==> src/character_defines.svh <==
`ifndef CHARACTER_DEFINES_SVH
`define CHARACTER_DEFINES_SVH

// scan coordinate widths.
`define XW 10
`define YW 9

`define ADDR_INIT_X 2'd0
`define ADDR_INIT_Y 2'd1
`define ADDR_STEP   2'd2
`define ADDR_CTRL   2'd3

`define TRANSPARENT_KEY 24'hFF00FF // magenta never draws.

`define HEAD_RGB  24'hF2C28C
`define BODY_RGB  24'h2060C0
`define ARM_RGB   24'hE0A070
`define PANTS_RGB 24'h303030

// offsets are relative to the character's top-left corner.
`define PANTS_OFF_X 0
`define PANTS_OFF_Y 152
`define PANTS_W     100
`define PANTS_H     40
`define BODY_OFF_X  0
`define BODY_OFF_Y  100
`define BODY_W      100
`define BODY_H      60
`define LARM_OFF_X  (-15)
`define RARM_OFF_X  90
`define ARM_OFF_Y   95
`define ARM_W       20
`define ARM_H       60
`define HEAD_OFF_X  0
`define HEAD_OFF_Y  0
`define HEAD_W      100
`define HEAD_H      100
`define HEAD_CORNER 30

`endif

==> src/characterPkg.sv <==
`default_nettype none

package characterPkg;

  typedef struct packed {
    logic [7:0] red;
    logic [7:0] green;
    logic [7:0] blue;
  } rgbPixel;

  // the same 24 bits seen as colour channels or as a flat key.
  typedef union packed {
    rgbPixel     rgb;
    logic [23:0] raw;
  } pixelWord;

  localparam rgbPixel BLACK = '0; // output colour when nothing is drawn.

endpackage

`default_nettype wire

==> src/characterRegs.sv <==
`timescale 1ns/1ps
`default_nettype none

`include "character_defines.svh"

module characterRegs (
  input  logic           clk,
  input  logic           rstN,
  input  logic           wrEn,
  input  logic [1:0]     wrAddr,
  input  logic [15:0]    wrData,
  input  logic           frameStart,
  output logic [`XW-1:0] posX,
  output logic [`YW-1:0] posY,
  output logic           drawEn
);

  logic [`XW-1:0] initX;
  logic [`YW-1:0] initY;
  logic [`XW-1:0] travelX; // distance moved since the last init write.
  logic [`YW-1:0] travelY;
  logic [7:0]     stepX;
  logic [7:0]     stepY;
  logic           motionEn;
  logic           doMove;
  logic [`XW-1:0] stepXExt;
  logic [`YW-1:0] stepYExt;

  // steps are two's complement, so sign extend before adding.
  assign stepXExt = {{(`XW-8){stepX[7]}}, stepX};
  assign stepYExt = {{(`YW-8){stepY[7]}}, stepY};

  assign doMove = frameStart && motionEn;

  always_ff @(posedge clk) begin
    if (!rstN) begin
      initX    <= '0;
      initY    <= '0;
      travelX  <= '0;
      travelY  <= '0;
      stepX    <= '0;
      stepY    <= '0;
      drawEn   <= 1'b0;
      motionEn <= 1'b0;
    end else if (wrEn) begin // a write beats a coincident frame pulse.
      case (wrAddr)
        `ADDR_INIT_X: begin
          initX   <= wrData[`XW-1:0];
          travelX <= '0;
        end
        `ADDR_INIT_Y: begin
          initY   <= wrData[`YW-1:0];
          travelY <= '0;
        end
        `ADDR_STEP: begin
          stepX <= wrData[7:0];
          stepY <= wrData[15:8];
        end
        `ADDR_CTRL: begin
          drawEn   <= wrData[0];
          motionEn <= wrData[1];
        end
      endcase
    end else if (doMove) begin
      travelX <= travelX + stepXExt; // wraps at the coordinate width.
      travelY <= travelY + stepYExt;
    end
  end

  // current corner is the init point plus the travel so far.
  assign posX = initX + travelX;
  assign posY = initY + travelY;

endmodule

`default_nettype wire

==> src/spritePart.sv <==
`timescale 1ns/1ps
`default_nettype none

`include "character_defines.svh"

module spritePart #(
  parameter int          OFF_X  = 0,
  parameter int          OFF_Y  = 0,
  parameter int          WIDTH  = 16,
  parameter int          HEIGHT = 16,
  parameter int          CORNER = 0,
  parameter logic [23:0] COLOR  = 24'h000000
) (
  input  logic                  clk,
  input  logic                  rstN,
  input  logic [`XW-1:0]        pixX,
  input  logic [`YW-1:0]        pixY,
  input  logic [`XW-1:0]        posX,
  input  logic [`YW-1:0]        posY,
  input  logic                  drawEn,
  output logic                  hit,
  output characterPkg::rgbPixel color
);

  import characterPkg::*;

  localparam logic [`XW-1:0] OFF_XW = `XW'(OFF_X);
  localparam logic [`YW-1:0] OFF_YW = `YW'(OFF_Y);
  localparam int             CW     = `XW + 2; // room for the sum of two distances.

  pixelWord       partWord;
  logic [`XW-1:0] dx;
  logic [`YW-1:0] dy;
  logic [CW-1:0]  leftD;
  logic [CW-1:0]  rightD;
  logic [CW-1:0]  topD;
  logic [CW-1:0]  bottomD;
  logic           inBox;
  logic           inCut;
  logic           isKey;

  assign partWord.raw = COLOR;
  assign isKey = (partWord.raw == `TRANSPARENT_KEY);

  // position relative to the part's own top-left, wrapping like the raster.
  assign dx = pixX - posX - OFF_XW;
  assign dy = pixY - posY - OFF_YW;

  assign leftD   = CW'(dx);
  assign topD    = CW'(dy);
  assign rightD  = CW'(WIDTH - 1) - leftD; // only meaningful inside the box.
  assign bottomD = CW'(HEIGHT - 1) - topD;

  assign inBox = (leftD < CW'(WIDTH)) && (topD < CW'(HEIGHT));

  // diagonal cut at each of the four corners.
  assign inCut = (leftD + topD < CW'(CORNER)) ||
                 (rightD + topD < CW'(CORNER)) ||
                 (leftD + bottomD < CW'(CORNER)) ||
                 (rightD + bottomD < CW'(CORNER));

  always_ff @(posedge clk) begin
    if (!rstN) begin
      hit <= 1'b0;
    end else begin
      hit <= drawEn && inBox && !inCut && !isKey;
    end
  end

  always_ff @(posedge clk) begin
    color <= partWord.rgb;
  end

endmodule

`default_nettype wire

==> src/characterDraw.sv <==
`timescale 1ns/1ps
`default_nettype none

`include "character_defines.svh"

module characterDraw (
  input  logic                  clk,
  input  logic                  rstN,
  input  logic [`XW-1:0]        pixX,
  input  logic [`YW-1:0]        pixY,
  input  logic [`XW-1:0]        posX,
  input  logic [`YW-1:0]        posY,
  input  logic                  drawEn,
  output logic                  pixValid,
  output characterPkg::rgbPixel pixColor
);

  import characterPkg::*;

  localparam int NPARTS = 5;

  logic [NPARTS-1:0] partHit; // index is the layer, higher draws on top.
  rgbPixel           partColor [NPARTS];
  rgbPixel           selColor;

  spritePart #(
    .OFF_X(`PANTS_OFF_X), .OFF_Y(`PANTS_OFF_Y),
    .WIDTH(`PANTS_W), .HEIGHT(`PANTS_H),
    .CORNER(0), .COLOR(`PANTS_RGB)
  ) pantsPart (
    .clk(clk), .rstN(rstN), .drawEn(drawEn),
    .pixX(pixX), .pixY(pixY), .posX(posX), .posY(posY),
    .hit(partHit[0]), .color(partColor[0])
  );

  spritePart #(
    .OFF_X(`BODY_OFF_X), .OFF_Y(`BODY_OFF_Y),
    .WIDTH(`BODY_W), .HEIGHT(`BODY_H),
    .CORNER(0), .COLOR(`BODY_RGB)
  ) bodyPart (
    .clk(clk), .rstN(rstN), .drawEn(drawEn),
    .pixX(pixX), .pixY(pixY), .posX(posX), .posY(posY),
    .hit(partHit[1]), .color(partColor[1])
  );

  spritePart #(
    .OFF_X(`LARM_OFF_X), .OFF_Y(`ARM_OFF_Y),
    .WIDTH(`ARM_W), .HEIGHT(`ARM_H),
    .CORNER(0), .COLOR(`ARM_RGB)
  ) leftArmPart (
    .clk(clk), .rstN(rstN), .drawEn(drawEn),
    .pixX(pixX), .pixY(pixY), .posX(posX), .posY(posY),
    .hit(partHit[2]), .color(partColor[2])
  );

  spritePart #(
    .OFF_X(`RARM_OFF_X), .OFF_Y(`ARM_OFF_Y),
    .WIDTH(`ARM_W), .HEIGHT(`ARM_H),
    .CORNER(0), .COLOR(`ARM_RGB)
  ) rightArmPart (
    .clk(clk), .rstN(rstN), .drawEn(drawEn),
    .pixX(pixX), .pixY(pixY), .posX(posX), .posY(posY),
    .hit(partHit[3]), .color(partColor[3])
  );

  spritePart #(
    .OFF_X(`HEAD_OFF_X), .OFF_Y(`HEAD_OFF_Y),
    .WIDTH(`HEAD_W), .HEIGHT(`HEAD_H),
    .CORNER(`HEAD_CORNER), .COLOR(`HEAD_RGB)
  ) headPart (
    .clk(clk), .rstN(rstN), .drawEn(drawEn),
    .pixX(pixX), .pixY(pixY), .posX(posX), .posY(posY),
    .hit(partHit[4]), .color(partColor[4])
  );

  // later iterations overwrite earlier ones, so the top layer wins.
  always_comb begin
    selColor = BLACK;
    for (int i = 0; i < NPARTS; i++) begin
      if (partHit[i]) begin
        selColor = partColor[i];
      end
    end
  end

  always_ff @(posedge clk) begin
    if (!rstN) begin
      pixValid <= 1'b0;
    end else begin
      pixValid <= |partHit;
    end
  end

  always_ff @(posedge clk) begin
    pixColor <= selColor;
  end

endmodule

`default_nettype wire

==> src/characterTop.sv <==
`timescale 1ns/1ps
`default_nettype none

`include "character_defines.svh"

module characterTop (
  input  logic                  clk,
  input  logic                  rstN,
  input  logic                  wrEn,
  input  logic [1:0]            wrAddr,
  input  logic [15:0]           wrData,
  input  logic                  frameStart,
  input  logic [`XW-1:0]        pixX,
  input  logic [`YW-1:0]        pixY,
  output logic                  pixValid,
  output characterPkg::rgbPixel pixColor
);

  logic [`XW-1:0] posX; // current top-left corner.
  logic [`YW-1:0] posY;
  logic           drawEn;

  characterRegs characterRegs_i (
    .clk       (clk),
    .rstN      (rstN),
    .wrEn      (wrEn),
    .wrAddr    (wrAddr),
    .wrData    (wrData),
    .frameStart(frameStart),
    .posX      (posX),
    .posY      (posY),
    .drawEn    (drawEn)
  );

  // two-stage pixel path, part hit then layer select.
  characterDraw characterDraw_i (
    .clk     (clk),
    .rstN    (rstN),
    .pixX    (pixX),
    .pixY    (pixY),
    .posX    (posX),
    .posY    (posY),
    .drawEn  (drawEn),
    .pixValid(pixValid),
    .pixColor(pixColor)
  );

endmodule

`default_nettype wire

==> config.mk <==
export PLATFORM = sky130hd
export DESIGN_NAME = characterTop
export DESIGN_NICKNAME = d
export VERILOG_FILES = /design/src/characterPkg.sv /design/src/characterRegs.sv /design/src/spritePart.sv /design/src/characterDraw.sv /design/src/characterTop.sv
export VERILOG_INCLUDE_DIRS = /design/src
export SDC_FILE = /design/constraint.sdc
export NUM_CORES = 1
export LEC_CHECK = 0
export BUFFER_PORTS_ARGS = -buffer_cell sky130_fd_sc_hd__buf_2
export CORE_MARGIN = 4
export CORE_UTILIZATION = 35
export CTS_CLUSTER_DIAMETER = 120
export DETAILED_ROUTE_END_ITERATION = 10
export GPL_TIMING_DRIVEN = 0
export HOLD_SLACK_MARGIN = 0.03
export PLACE_DENSITY = 0.58
export SLEW_MARGIN = 20
export SYNTH_ARGS = -nofsm -noshare
export SYNTH_HDL_FRONTEND = slang
export SYNTH_SLANG_ARGS = --single-unit
==> constraint.sdc <==
create_clock -name clk -period 9.4 [get_ports clk]
set_input_delay 0.47 -clock clk [delete_from_list [all_inputs] [get_ports clk]]
set_output_delay 0.47 -clock clk [all_outputs]
set_load 0.005 [all_outputs]
# [Word level (Yosys, flattened, before mapping)]
# Cells that the tools add are included.
# Widths: inputs -> output; s select.
[totals] ff_bits=86 in_bits=41 output_inout_bits=25 word_cells=149
[op_classes] addsub=38 magnitude_cmp=27 n_eq_ne=5 muxes=10 n_reduce_logical=47
[op_table] operator="$add 11x10->12" n=12
[op_table] operator="$lt 12x1->1 const B" n=12
[op_table] operator="$mux 21" n=3
[op_table] operator="$add 10x9->11" n=5
[op_table] operator="$lt 11x1->1 const B" n=4
[op_table] operator="$lt 12x5->1 const B" n=3
[op_table] operator="$mux 10" n=3
[op_table] operator="$sub 6x9->10 const A" n=3
[op_table] operator="$lt 9x6->1 const B" n=3
[op_table] operator="$mux 9" n=3
[op_table] operator="$add 12x9->12" n=2
[op_table] operator="$mux 22" n=1
[op_table] operator="$sub 5x10->11 const A" n=2
[op_table] operator="$add 10x10->10" n=2
[op_table] operator="$lt 10x5->1 const B" n=2
[op_table] operator="$add 9x9->9" n=2
[op_table] operator="$sub 9x7->9 const B" n=2
[op_table] operator="$logic_and 1x1->1" n=16
[op_table] operator="$logic_or 1x1->1" n=15
[op_table] operator="$add 10x12->12" n=1
[op_table] operator="$reduce_and 2->1" n=6
[op_table] operator="$lt 11x5->1 const B" n=1
[op_table] operator="$sub 7x10->11 const A" n=1
[op_table] operator="$lt 10x7->1 const B" n=1
[op_table] operator="other kinds (16)" n=22

# [Longest topological paths before layout]
# Gate-level depths: netlist (run 1).
[logic_depth] ltp_word=11 ltp_mapped=22

# [By module]
# From an unflattened synthesis (run 1), not the netlist that was laid out.
[unflattened] hier_cells=1589 hier_area_um2=12425.7
[by_module_without_submodules] mod="characterRegs" n_inst=1 cells_per_inst=432 area_per_inst_um2=3554.7
[by_module_without_submodules] mod="spritePart at characterDraw_i.headPart" n_inst=1 cells_per_inst=369 area_per_inst_um2=2806.4
[by_module_without_submodules] mod="characterDraw" n_inst=1 cells_per_inst=169 area_per_inst_um2=1526.5
[by_module_without_submodules] mod="spritePart at characterDraw_i.rightArmPart" n_inst=1 cells_per_inst=165 area_per_inst_um2=1207.4
[by_module_without_submodules] mod="spritePart at characterDraw_i.leftArmPart" n_inst=1 cells_per_inst=158 area_per_inst_um2=1189.9
[by_module_without_submodules] mod="spritePart at characterDraw_i.pantsPart" n_inst=1 cells_per_inst=158 area_per_inst_um2=1108.6
[by_module_without_submodules] mod="spritePart at characterDraw_i.bodyPart" n_inst=1 cells_per_inst=138 area_per_inst_um2=1032.2

# [Worst setup path after synthesis (run 1)]
# No wires, ideal clock.
[synth_timing] path_kind="input -> register" from="input port pixX[0]" to="register characterDraw_i.headPart.hit" arrival_time_ns=4.545 t_required_ns=9.340 path_slack_ns=4.795 stages=20 path_cell_list="fa_1 > ha_1 > a21o_1 > a21oi_1 > xnor2_1 > clkinv_1 > ha_1 > nand2b_1 > nand2_1 > xor2_1 > ha_1 > or3_1 > a221oi_1 > a21oi_1 > mux2_2 > nand3_1 > a2111oi_0 > a211o_1 > a311oi_1 > o311a_1"
[synth_via] elab_chain_len=9 word_cells_on_any_way=18 classes_between="6 x add/sub; 5 x order compare; 7 x reduce/logical"
[synth_rtl] element="start: declaration" line="characterTop.sv:13" source="input logic [`XW-1:0] pixX,"
[synth_rtl] element="$sub 10x10->10 (*)" line="spritePart.sv:46" source="assign dx = pixX - posX - OFF_XW;"
[synth_rtl] element="$sub 7x10->11" line="spritePart.sv:51" source="assign rightD = CW'(WIDTH - 1) - leftD;"
[synth_rtl] element="$add 12x9->12" line="spritePart.sv:58" source="(rightD + topD < CW'(CORNER)) ||"
[synth_rtl] element="$lt 12x5->1" line="spritePart.sv:58"
[synth_rtl] element="$logic_or 1x1->1" line="spritePart.sv:57" source="assign inCut = (leftD + topD < CW'(CORNER)) ||"
[synth_rtl] element="$logic_or 1x1->1" line="spritePart.sv:58"
[synth_rtl] element="$logic_or 1x1->1" line="spritePart.sv:59" source="(leftD + bottomD < CW'(CORNER)) ||"
[synth_rtl] element="$logic_not 1->1" line="spritePart.sv:66" source="hit <= drawEn && inBox && !inCut && !isKey;"
[synth_rtl] element="$logic_and 1x1->1 (*)" line="spritePart.sv:66"
[synth_rtl] element="end signal: assignment" line="spritePart.sv:66"
[synth_rtl] element="end: declaration" line="spritePart.sv:21" source="output logic hit,"
# Mark *: on every way between the ends. The rest lies on a longest branch, timed or not.
# A chain may end at the register's enable or synchronous reset.

# [Worst setup path in the final report (run 1)]
[layout_timing] from="register characterRegs_i.travelX[4]" to="register characterDraw_i.headPart.hit"
[layout_via] elab_chain_len=10 word_cells_on_any_way=19 classes_between="7 x add/sub; 5 x order compare; 7 x reduce/logical"
[layout_rtl] element="start: declaration" line="characterRegs.sv:20" source="logic [`XW-1:0] travelX;"
[layout_rtl] element="start signal: assignment" line="characterRegs.sv:65" source="travelX <= travelX + stepXExt;"
[layout_rtl] element="$add 10x10->10 (*)" line="characterRegs.sv:71" source="assign posX = initX + travelX;"
[layout_rtl] element="$sub 10x10->10 (*)" line="spritePart.sv:46"
[layout_rtl] element="$sub 7x10->11" line="spritePart.sv:51"
[layout_rtl] element="$add 12x9->12" line="spritePart.sv:58"
[layout_rtl] element="$lt 12x5->1" line="spritePart.sv:58"
[layout_rtl] element="$logic_or 1x1->1" line="spritePart.sv:57"
[layout_rtl] element="$logic_or 1x1->1" line="spritePart.sv:58"
[layout_rtl] element="$logic_or 1x1->1" line="spritePart.sv:59"
[layout_rtl] element="$logic_not 1->1" line="spritePart.sv:66"
[layout_rtl] element="$logic_and 1x1->1 (*)" line="spritePart.sv:66"
# Marks and branches as above.

==> metrics.md, run 1 <==
| Metric | Value |
|---|---|
| First drt pass iteration count | `5` |
| Residual DRC | `0` |
| Hold Fails Final Rpt | `0` |
| Main flop type after synthesis | `dfxtp_1` |
| Commonest cells after routing, fill and taps aside | `101 x nand2_1, 73 x ha_1, 71 x dfxtp_1` |
| GR Util All Layers | `approximately 16%` |
| Mapped Cells | `a little over 800` |
| Die Span X | `approximately 150 um` |
| Max Freq | `183.6 MHz` |
| Worst path cell trace | `inv_1, fa_1, ha_1, buf_6, nand4_1, and3_1, xnor2_1, clkbuf_1, nand2_1, xor2_1, ha_1, or3_1, a221oi_1, a21oi_1, mux2_2, nand3_1, a2111oi_0, a211o_1, a311oi_1, o311a_1` |
| Final min period | `5447 ps` |
| CTS buffer count | `9` |
| Worst path slowest cell | `a2111oi_0` |
| Worst-Skew Late Latency | `roughly 340 ps` |
| Run status | `finished, final reports clean` |
| Skew final | `6.733 ps` |
| Initial antenna violation count | `0` |
| Initial core utilization | `35.65%` |
| Vias in the first global route | `approximately 5.5k` |
| Clock Tree Buf Depth | `2` |
| Post-route setup TNS | `0 ps` |
| Yosys reg bits | `71` |
| Final Max Tran Viols | `0` |
| DP HPWL | `13770 um` |
| Actual slew at the worst max-slew pin | `1061 ps` |
| Fillers | `1932` |
| Area growth, synth to finish | `14.29%` |
| TritonCTS Sinks | `71` |
| Worst Setup End Kind | `flop` |
| CP Launch Type | `flop` |
| Syn_area_per_cell | `8.292 um^2` |
| Most common cell after layout, fill and taps aside | `nand2_1` |
| Routed wire length | `16830 um` |
| Synth Cell Area | `6691 um^2` |
| Leakage | `3.135 nW` |
| Largest net degree at the start of global routing | `13` |
| RSZ-0062 raised after global routing | `no` |
| CP peak stage delay | `between 600 and 700 ps` |
| Routed Antenna Nets | `0` |
| Placement Cell Area | `about 7300 um^2` |
| Nets | `between 1k and 1.5k` |
| Global placement routability congestion | `0.8335` |
| HP Class | `input pin to flop` |
| Row cnt | `50` |
| CTS clk-pin slew, worst paths | `~60 ps` |
| Worst setup path start | `characterRegs_i.travelX[4]` |
| CTS tree | `yes` |
| Max Cap Violations | `0` |
| Routed wire length per instance | `~15 um` |
| Seq. cell area | `1421 um^2` |
| Period utilization | `57.95%` |
| Ant. Diodes | `0` |
| Crit path kind | `flop to flop` |
| Critical Path RT | `9610 ps` |
| Io pins | `66` |
| Cell Pwr Density | `between 150 and 200 nW/um^2` |
| Hold_buf cts | `0` |
| Postcts setup bufs | `0` |
| Power Total | `1.342 mW` |
| Die Area | `~21000 um^2` |
| Core Footprint | `18770 um^2` |
| Share of cells above drive strength 1 | `13.66%` |
| Via-per-instance ratio | `5.075` |
| Port Buffer Count | `56` |
| EDFF count, synth | `0` |
| Worst hold start | `wrData[14]` |
| RR Startpoint | `characterRegs_i.travelX[4]` |
| Most common cell on crit path | `ha_1` |
| Seq/Total Area, Yosys | `21.24%` |
| Multi-input combinational cell area | `a little under 5000 um^2` |
| Root Buffer Master | `clkbuf_16` |
| Maximum VDD drop | `84.21 uV` |
| CP Max Fanout | `10` |
| Post-route cell area | `7647 um^2` |
| Global-route wire length before repair | `28090 um` |
| Number of DRC markers in iteration 0 | `~290` |
| Die height | `146.3 um` |
| Worst slew margin | `28.74%` |
| Critical path arrival | `5660 ps` |
| H-tree levels | `3` |
| Post_cts resized | `0` |
| Ys async rst share | `0%` |
| Yosys cell types | `83` |
| Vias | `5684` |
| Yosys warns | `0` |
| Final setup vio count | `0` |
| Grt ovf | `0` |
==> sequential cells by signal, indices dropped and copies added, names as in the netlist <==
register / count
characterRegs_i.initX: 10
characterRegs_i.travelX: 10
characterDraw_i.pixColor: 9
characterRegs_i.initY: 9
characterRegs_i.travelY: 9
characterRegs_i.stepX: 8
characterRegs_i.stepY: 8
characterDraw_i.bodyPart.hit: 1
characterDraw_i.headPart.hit: 1
characterDraw_i.leftArmPart.hit: 1
characterDraw_i.pantsPart.hit: 1
characterDraw_i.pixValid: 1
characterDraw_i.rightArmPart.hit: 1
characterRegs_i.drawEn: 1
characterRegs_i.motionEn: 1
==> worst max-delay path: cells and delay by family (launching register included) <==
kind            cells  cell delay, ps
compound gates      6            1440
fa+ha+maj           3            1040
simple gates        5             850
xor+xnor            2             720
buf+inv             3             650
flops               1             370
mux                 1             230
==> stage by stage <==
stage	utilization, %	hold slack, ps	setup slack, ps	instances
4_1_cts	40.75	374.3	3965	1120
3_3_place_gp	38.85	451.2	3776	1104
3_5_place_dp	38.85	449.4	3833	1104
6_report	40.75	379.1	3953	1120
5_1_grt	40.75	397.3	3556	1120
2_1_floorplan	-	410.5	4795	814
==> per-layer routing <==
layer / routed length, um / track usage [%] / part of all wire, %
met1: 8116 / 21.64 / 48
met2: 7996 / 27.18 / 47
met3: 494 / 1.986 / 2.9
met4: 227 / 3.387 / 1.3
met5: 0 / 0 / 0
==> power breakdown <==
part / total [mW] / switching (mW) / internal (mW)
Clock: 0.407 / 0.133 / 0.274
Combinational: 0.626 / 0.362 / 0.264
Sequential: 0.310 / 0.00374 / 0.306
==> cell families (layout without fill, tap and decap cells) <==
kind of cell / Yosys count / in the layout / share of synthesized area, %
AO/OA/AOI/OAI: 204 / 204 / 21.48
XOR/XNOR: 63 / 63 / 8.583
adder cells (fa/ha/maj): 98 / 98 / 20.85
buffers and inverters: 103 / 175 / 6.993
flip-flops: 71 / 71 / 21.24
multiplexers: 7 / 7 / 1.085
other: 1 / 8 / 0.05604
AND/OR/NAND/NOR: 260 / 260 / 19.71
==> Yosys cell counts (all sizes together) (6+ instances only) <==
master,n,area (um^2)
a21boi,44,330.3
dfxtp,71,1421
a21oi,45,236.5
and3,9,56.30
a22oi,9,67.56
clkbuf,21,78.83
nor2b,21,138.9
or3,7,43.79
a31oi,9,56.30
inv,61,229.0
nand3b,9,67.56
a21o,13,97.59
o21a,6,45.04
nor4,7,43.79
nand2,102,385.4
buf,20,156.4
xor2,24,225.2
nor2,36,137.6
o21ai,22,110.1
xnor2,39,349.1
o21bai,10,75.07
nand2b,15,98.85
fa,23,460.4
nor3,13,70.07
ha,73,913.4
nand3,16,80.08
==> final timing paths <==
path / end / slack [ps] / cells after the start
hold reg to reg: characterDraw_i.pixColor[3] / 460 / 0
setup reg to reg: characterDraw_i.headPart.hit / 3950 / 20
setup / recovery: characterDraw_i.headPart.hit / 3950 / 20
hold / removal: characterRegs_i.stepY[6] / 380 / 3
==> area by class of cell <==
class | count | area share (%)
plain buffers | 41 | 3.076
clock buffers | 11 | 3.305
clock inverters | 5 | 1.358
inverters | 62 | 3.043
multi-input cells | 640 | 63.14
flip-flops and latches | 71 | 18.59
well taps | 234 | 3.829
repair buffers | 56 | 3.665
Note: power is estimated with default switching activity, not from simulation.
==> run 2: changes to the inputs <==
- PLACE_DENSITY: 0.58 -> 0.6
- clock period: 9.4 -> 4.8 ns (I/O delays scaled with it)
==> metrics.md, run 2 (synthesized netlist as in run 1, its figures left out) <==
| Metric | Value |
|---|---|
| Die Span X | `146.3 um (unchanged)` |
| Global-route wire length before repair | `28170 um (was 28090 um)` |
| Routed wire length per instance | `15.27 um (was 15.03 um)` |
| Core Footprint | `18770 um^2 (unchanged)` |
| Most common cell after layout, fill and taps aside | `nand2_1 (unchanged)` |
| Worst Setup End Kind | `flop (unchanged)` |
| CTS clk-pin slew, worst paths | `70 ps (was 60 ps)` |
| Placed Instances | `1104 (unchanged)` |
| Routed Antenna Nets | `0 (unchanged)` |
| Critical Path RT | `5080 ps (was 9610 ps)` |
| Seq. cell area | `1429 um^2 (was 1421 um^2)` |
| Hold Fails Final Rpt | `0 (unchanged)` |
| Final setup vio count | `0 (unchanged)` |
| HP Class | `input pin to flop (unchanged)` |
| Multi-input combinational cell area | `5328 um^2 (was 4828 um^2)` |
| DP HPWL | `13700 um (was 13770 um)` |
| Max Cap Violations | `0 (unchanged)` |
| Grt ovf | `0 (unchanged)` |
| Commonest cells after routing, fill and taps aside | `101 x nand2_1, 65 x dfxtp_1, 61 x ha_1 (was 101 x nand2_1, 73 x ha_1, 71 x dfxtp_1)` |
| GR Util All Layers | `15.94% (was 15.92%)` |
| CP Launch Type | `flop (unchanged)` |
| Row cnt | `50 (unchanged)` |
| Nets | `1039 (was 1018)` |
| Port Buffer Count | `56 (unchanged)` |
| H-tree levels | `3 (unchanged)` |
| Largest net degree at the start of global routing | `15 (was 13)` |
| Run status | `finished, final reports clean (unchanged)` |
| Root Buffer Master | `clkbuf_16 (unchanged)` |
| Clock Tree Buf Depth | `2 (unchanged)` |
| Final design utilization | `44.09% (was 40.75%)` |
| Vias | `5802 (was 5684)` |
| CTS buffer count | `9 (unchanged)` |
| Vias in the first global route | `5603 (was 5521)` |
| Io pins | `66 (unchanged)` |
| Actual slew at the worst max-slew pin | `735.9 ps (was 1061 ps)` |
| Final Max Tran Viols | `0 (unchanged)` |
| Number of DRC markers in iteration 0 | `284 (was 292)` |
| Fillers | `1864 (was 1932)` |
| First drt pass iteration count | `4 (was 5)` |
| Crit path kind | `flop to flop (unchanged)` |
| Period utilization | `97.89% (was 57.95%)` |
| CTS tree | `yes (unchanged)` |
| Die height | `146.3 um (unchanged)` |
| Die Area | `21390 um^2 (unchanged)` |
| Initial antenna violation count | `0 (unchanged)` |
| Top Registers | `characterRegs_i.initX x10, characterRegs_i.travelX x10 (unchanged)` |
| Maximum VDD drop | `201.6 uV (was 84.21 uV)` |
| Worst-Skew Late Latency | `350 ps (was 340 ps)` |
| CP Max Fanout | `7 (was 10)` |
| Hold_buf cts | `0 (unchanged)` |
| Via-per-instance ratio | `5.085 (was 5.075)` |
| Residual DRC | `0 (unchanged)` |
| Cell Pwr Density | `335.2 nW/um^2 (was 175.5 nW/um^2)` |
| Share of cells above drive strength 1 | `22.16% (was 13.66%)` |
| Leakage | `3.330 nW (was 3.135 nW)` |
| Worst slew margin | `50.76% (was 28.74%)` |
| Max Freq | `212.8 MHz (was 183.6 MHz)` |
| Initial core utilization | `35.65% (unchanged)` |
| Area growth, synth to finish | `23.67% (was 14.29%)` |
| Ant. Diodes | `0 (unchanged)` |
| Final min period | `4699 ps (was 5447 ps)` |
| Skew final | `10.45 ps (was 6.733 ps)` |
| Global placement routability congestion | `0.8406 (was 0.8335)` |
| Routed wire length | `17420 um (was 16830 um)` |
| TritonCTS Sinks | `71 (unchanged)` |
| Critical path arrival | `4980 ps (was 5660 ps)` |
| Final Non-Filler Cells | `1141 (was 1120)` |
==> run 2: what timing repair did <==
| action | 4_1_cts | 5_1_grt |
|---|---|---|
| pin swaps | 6 | 28 |
| buffers inserted | 6 | 15 |
| gates resized for setup | 42 | 57 |
| setup endpoints to repair | 1 | 1 |
| hold endpoints to repair | 0 | 0 |
==> run 2: routing by layer <==
layer | share of wire (%) | vias up | global-route usage, %
met1 | 46 | 2725 | 20.88
li1 | - | 2982 | -
met3 | 2.8 | 14 | 2.855
met5 | 0 | - | 0
met4 | 1.1 | 0 | 3.104
met2 | 50 | 81 | 27.69
==> run 2: path summary, 6_finish.rpt <==
kind | start | end | slack [ps] | cells past startpoint
setup reg to reg | characterRegs_i.initY[2] | characterDraw_i.headPart.hit | 100 | 20
hold / removal | wrData[10] | characterRegs_i.stepY[2] | 140 | 3
hold reg to reg | characterDraw_i.headPart.hit | characterDraw_i.pixColor[3] | 460 | 0
setup / recovery | characterRegs_i.initY[2] | characterDraw_i.headPart.hit | 100 | 20
==> run 2: cell type report <==
type,count,share of cell area (%)
repair buffers,77,5.292
flip-flops and latches,71,17.27
plain buffers,41,3.160
clock inverters,6,0.6350
well taps,234,3.538
clock buffers,10,2.888
inverters,62,2.842
multi-input cells,640,64.38
==> run 2: stage by stage <==
step                      TNS, ps  cell area [um^2]  power [mW]  hold WS (ps)  setup WS [ps]
after floorplan                 0              6718       1.576         384.9          312.3
after global placement     -628.4              7291       1.824         451.1         -628.4
after detailed placement   -637.1              7291       1.834         455.4         -637.1
after CTS                       0              7860       2.592         134.8          1.323
after global routing       -40.71              8275       2.975         151.4         -40.71
final                           0              8275       2.774         140.1          101.2
==> run 2: where the power goes <==
part,switching [mW],internal [mW]
clock network,0.287,0.372
registers,0.00732,0.600
logic,0.818,0.690
==> run 2: critical path, cell delays in order (launching register included) <==
cell	delay, ps
dfxtp_1	320
inv_1	50
fa_1	540
ha_4	230
nor2b_1	130
o21a_1	190
o31a_1	390
nor3_4	310
nor2_4	70
buf_4	170
xnor2_1	170
ha_2	220
or3_1	380
a221oi_2	210
a21oi_1	70
mux2_2	290
nand3_2	80
a2111oi_4	50
a211o_1	340
a311oi_2	210
o311a_1	210
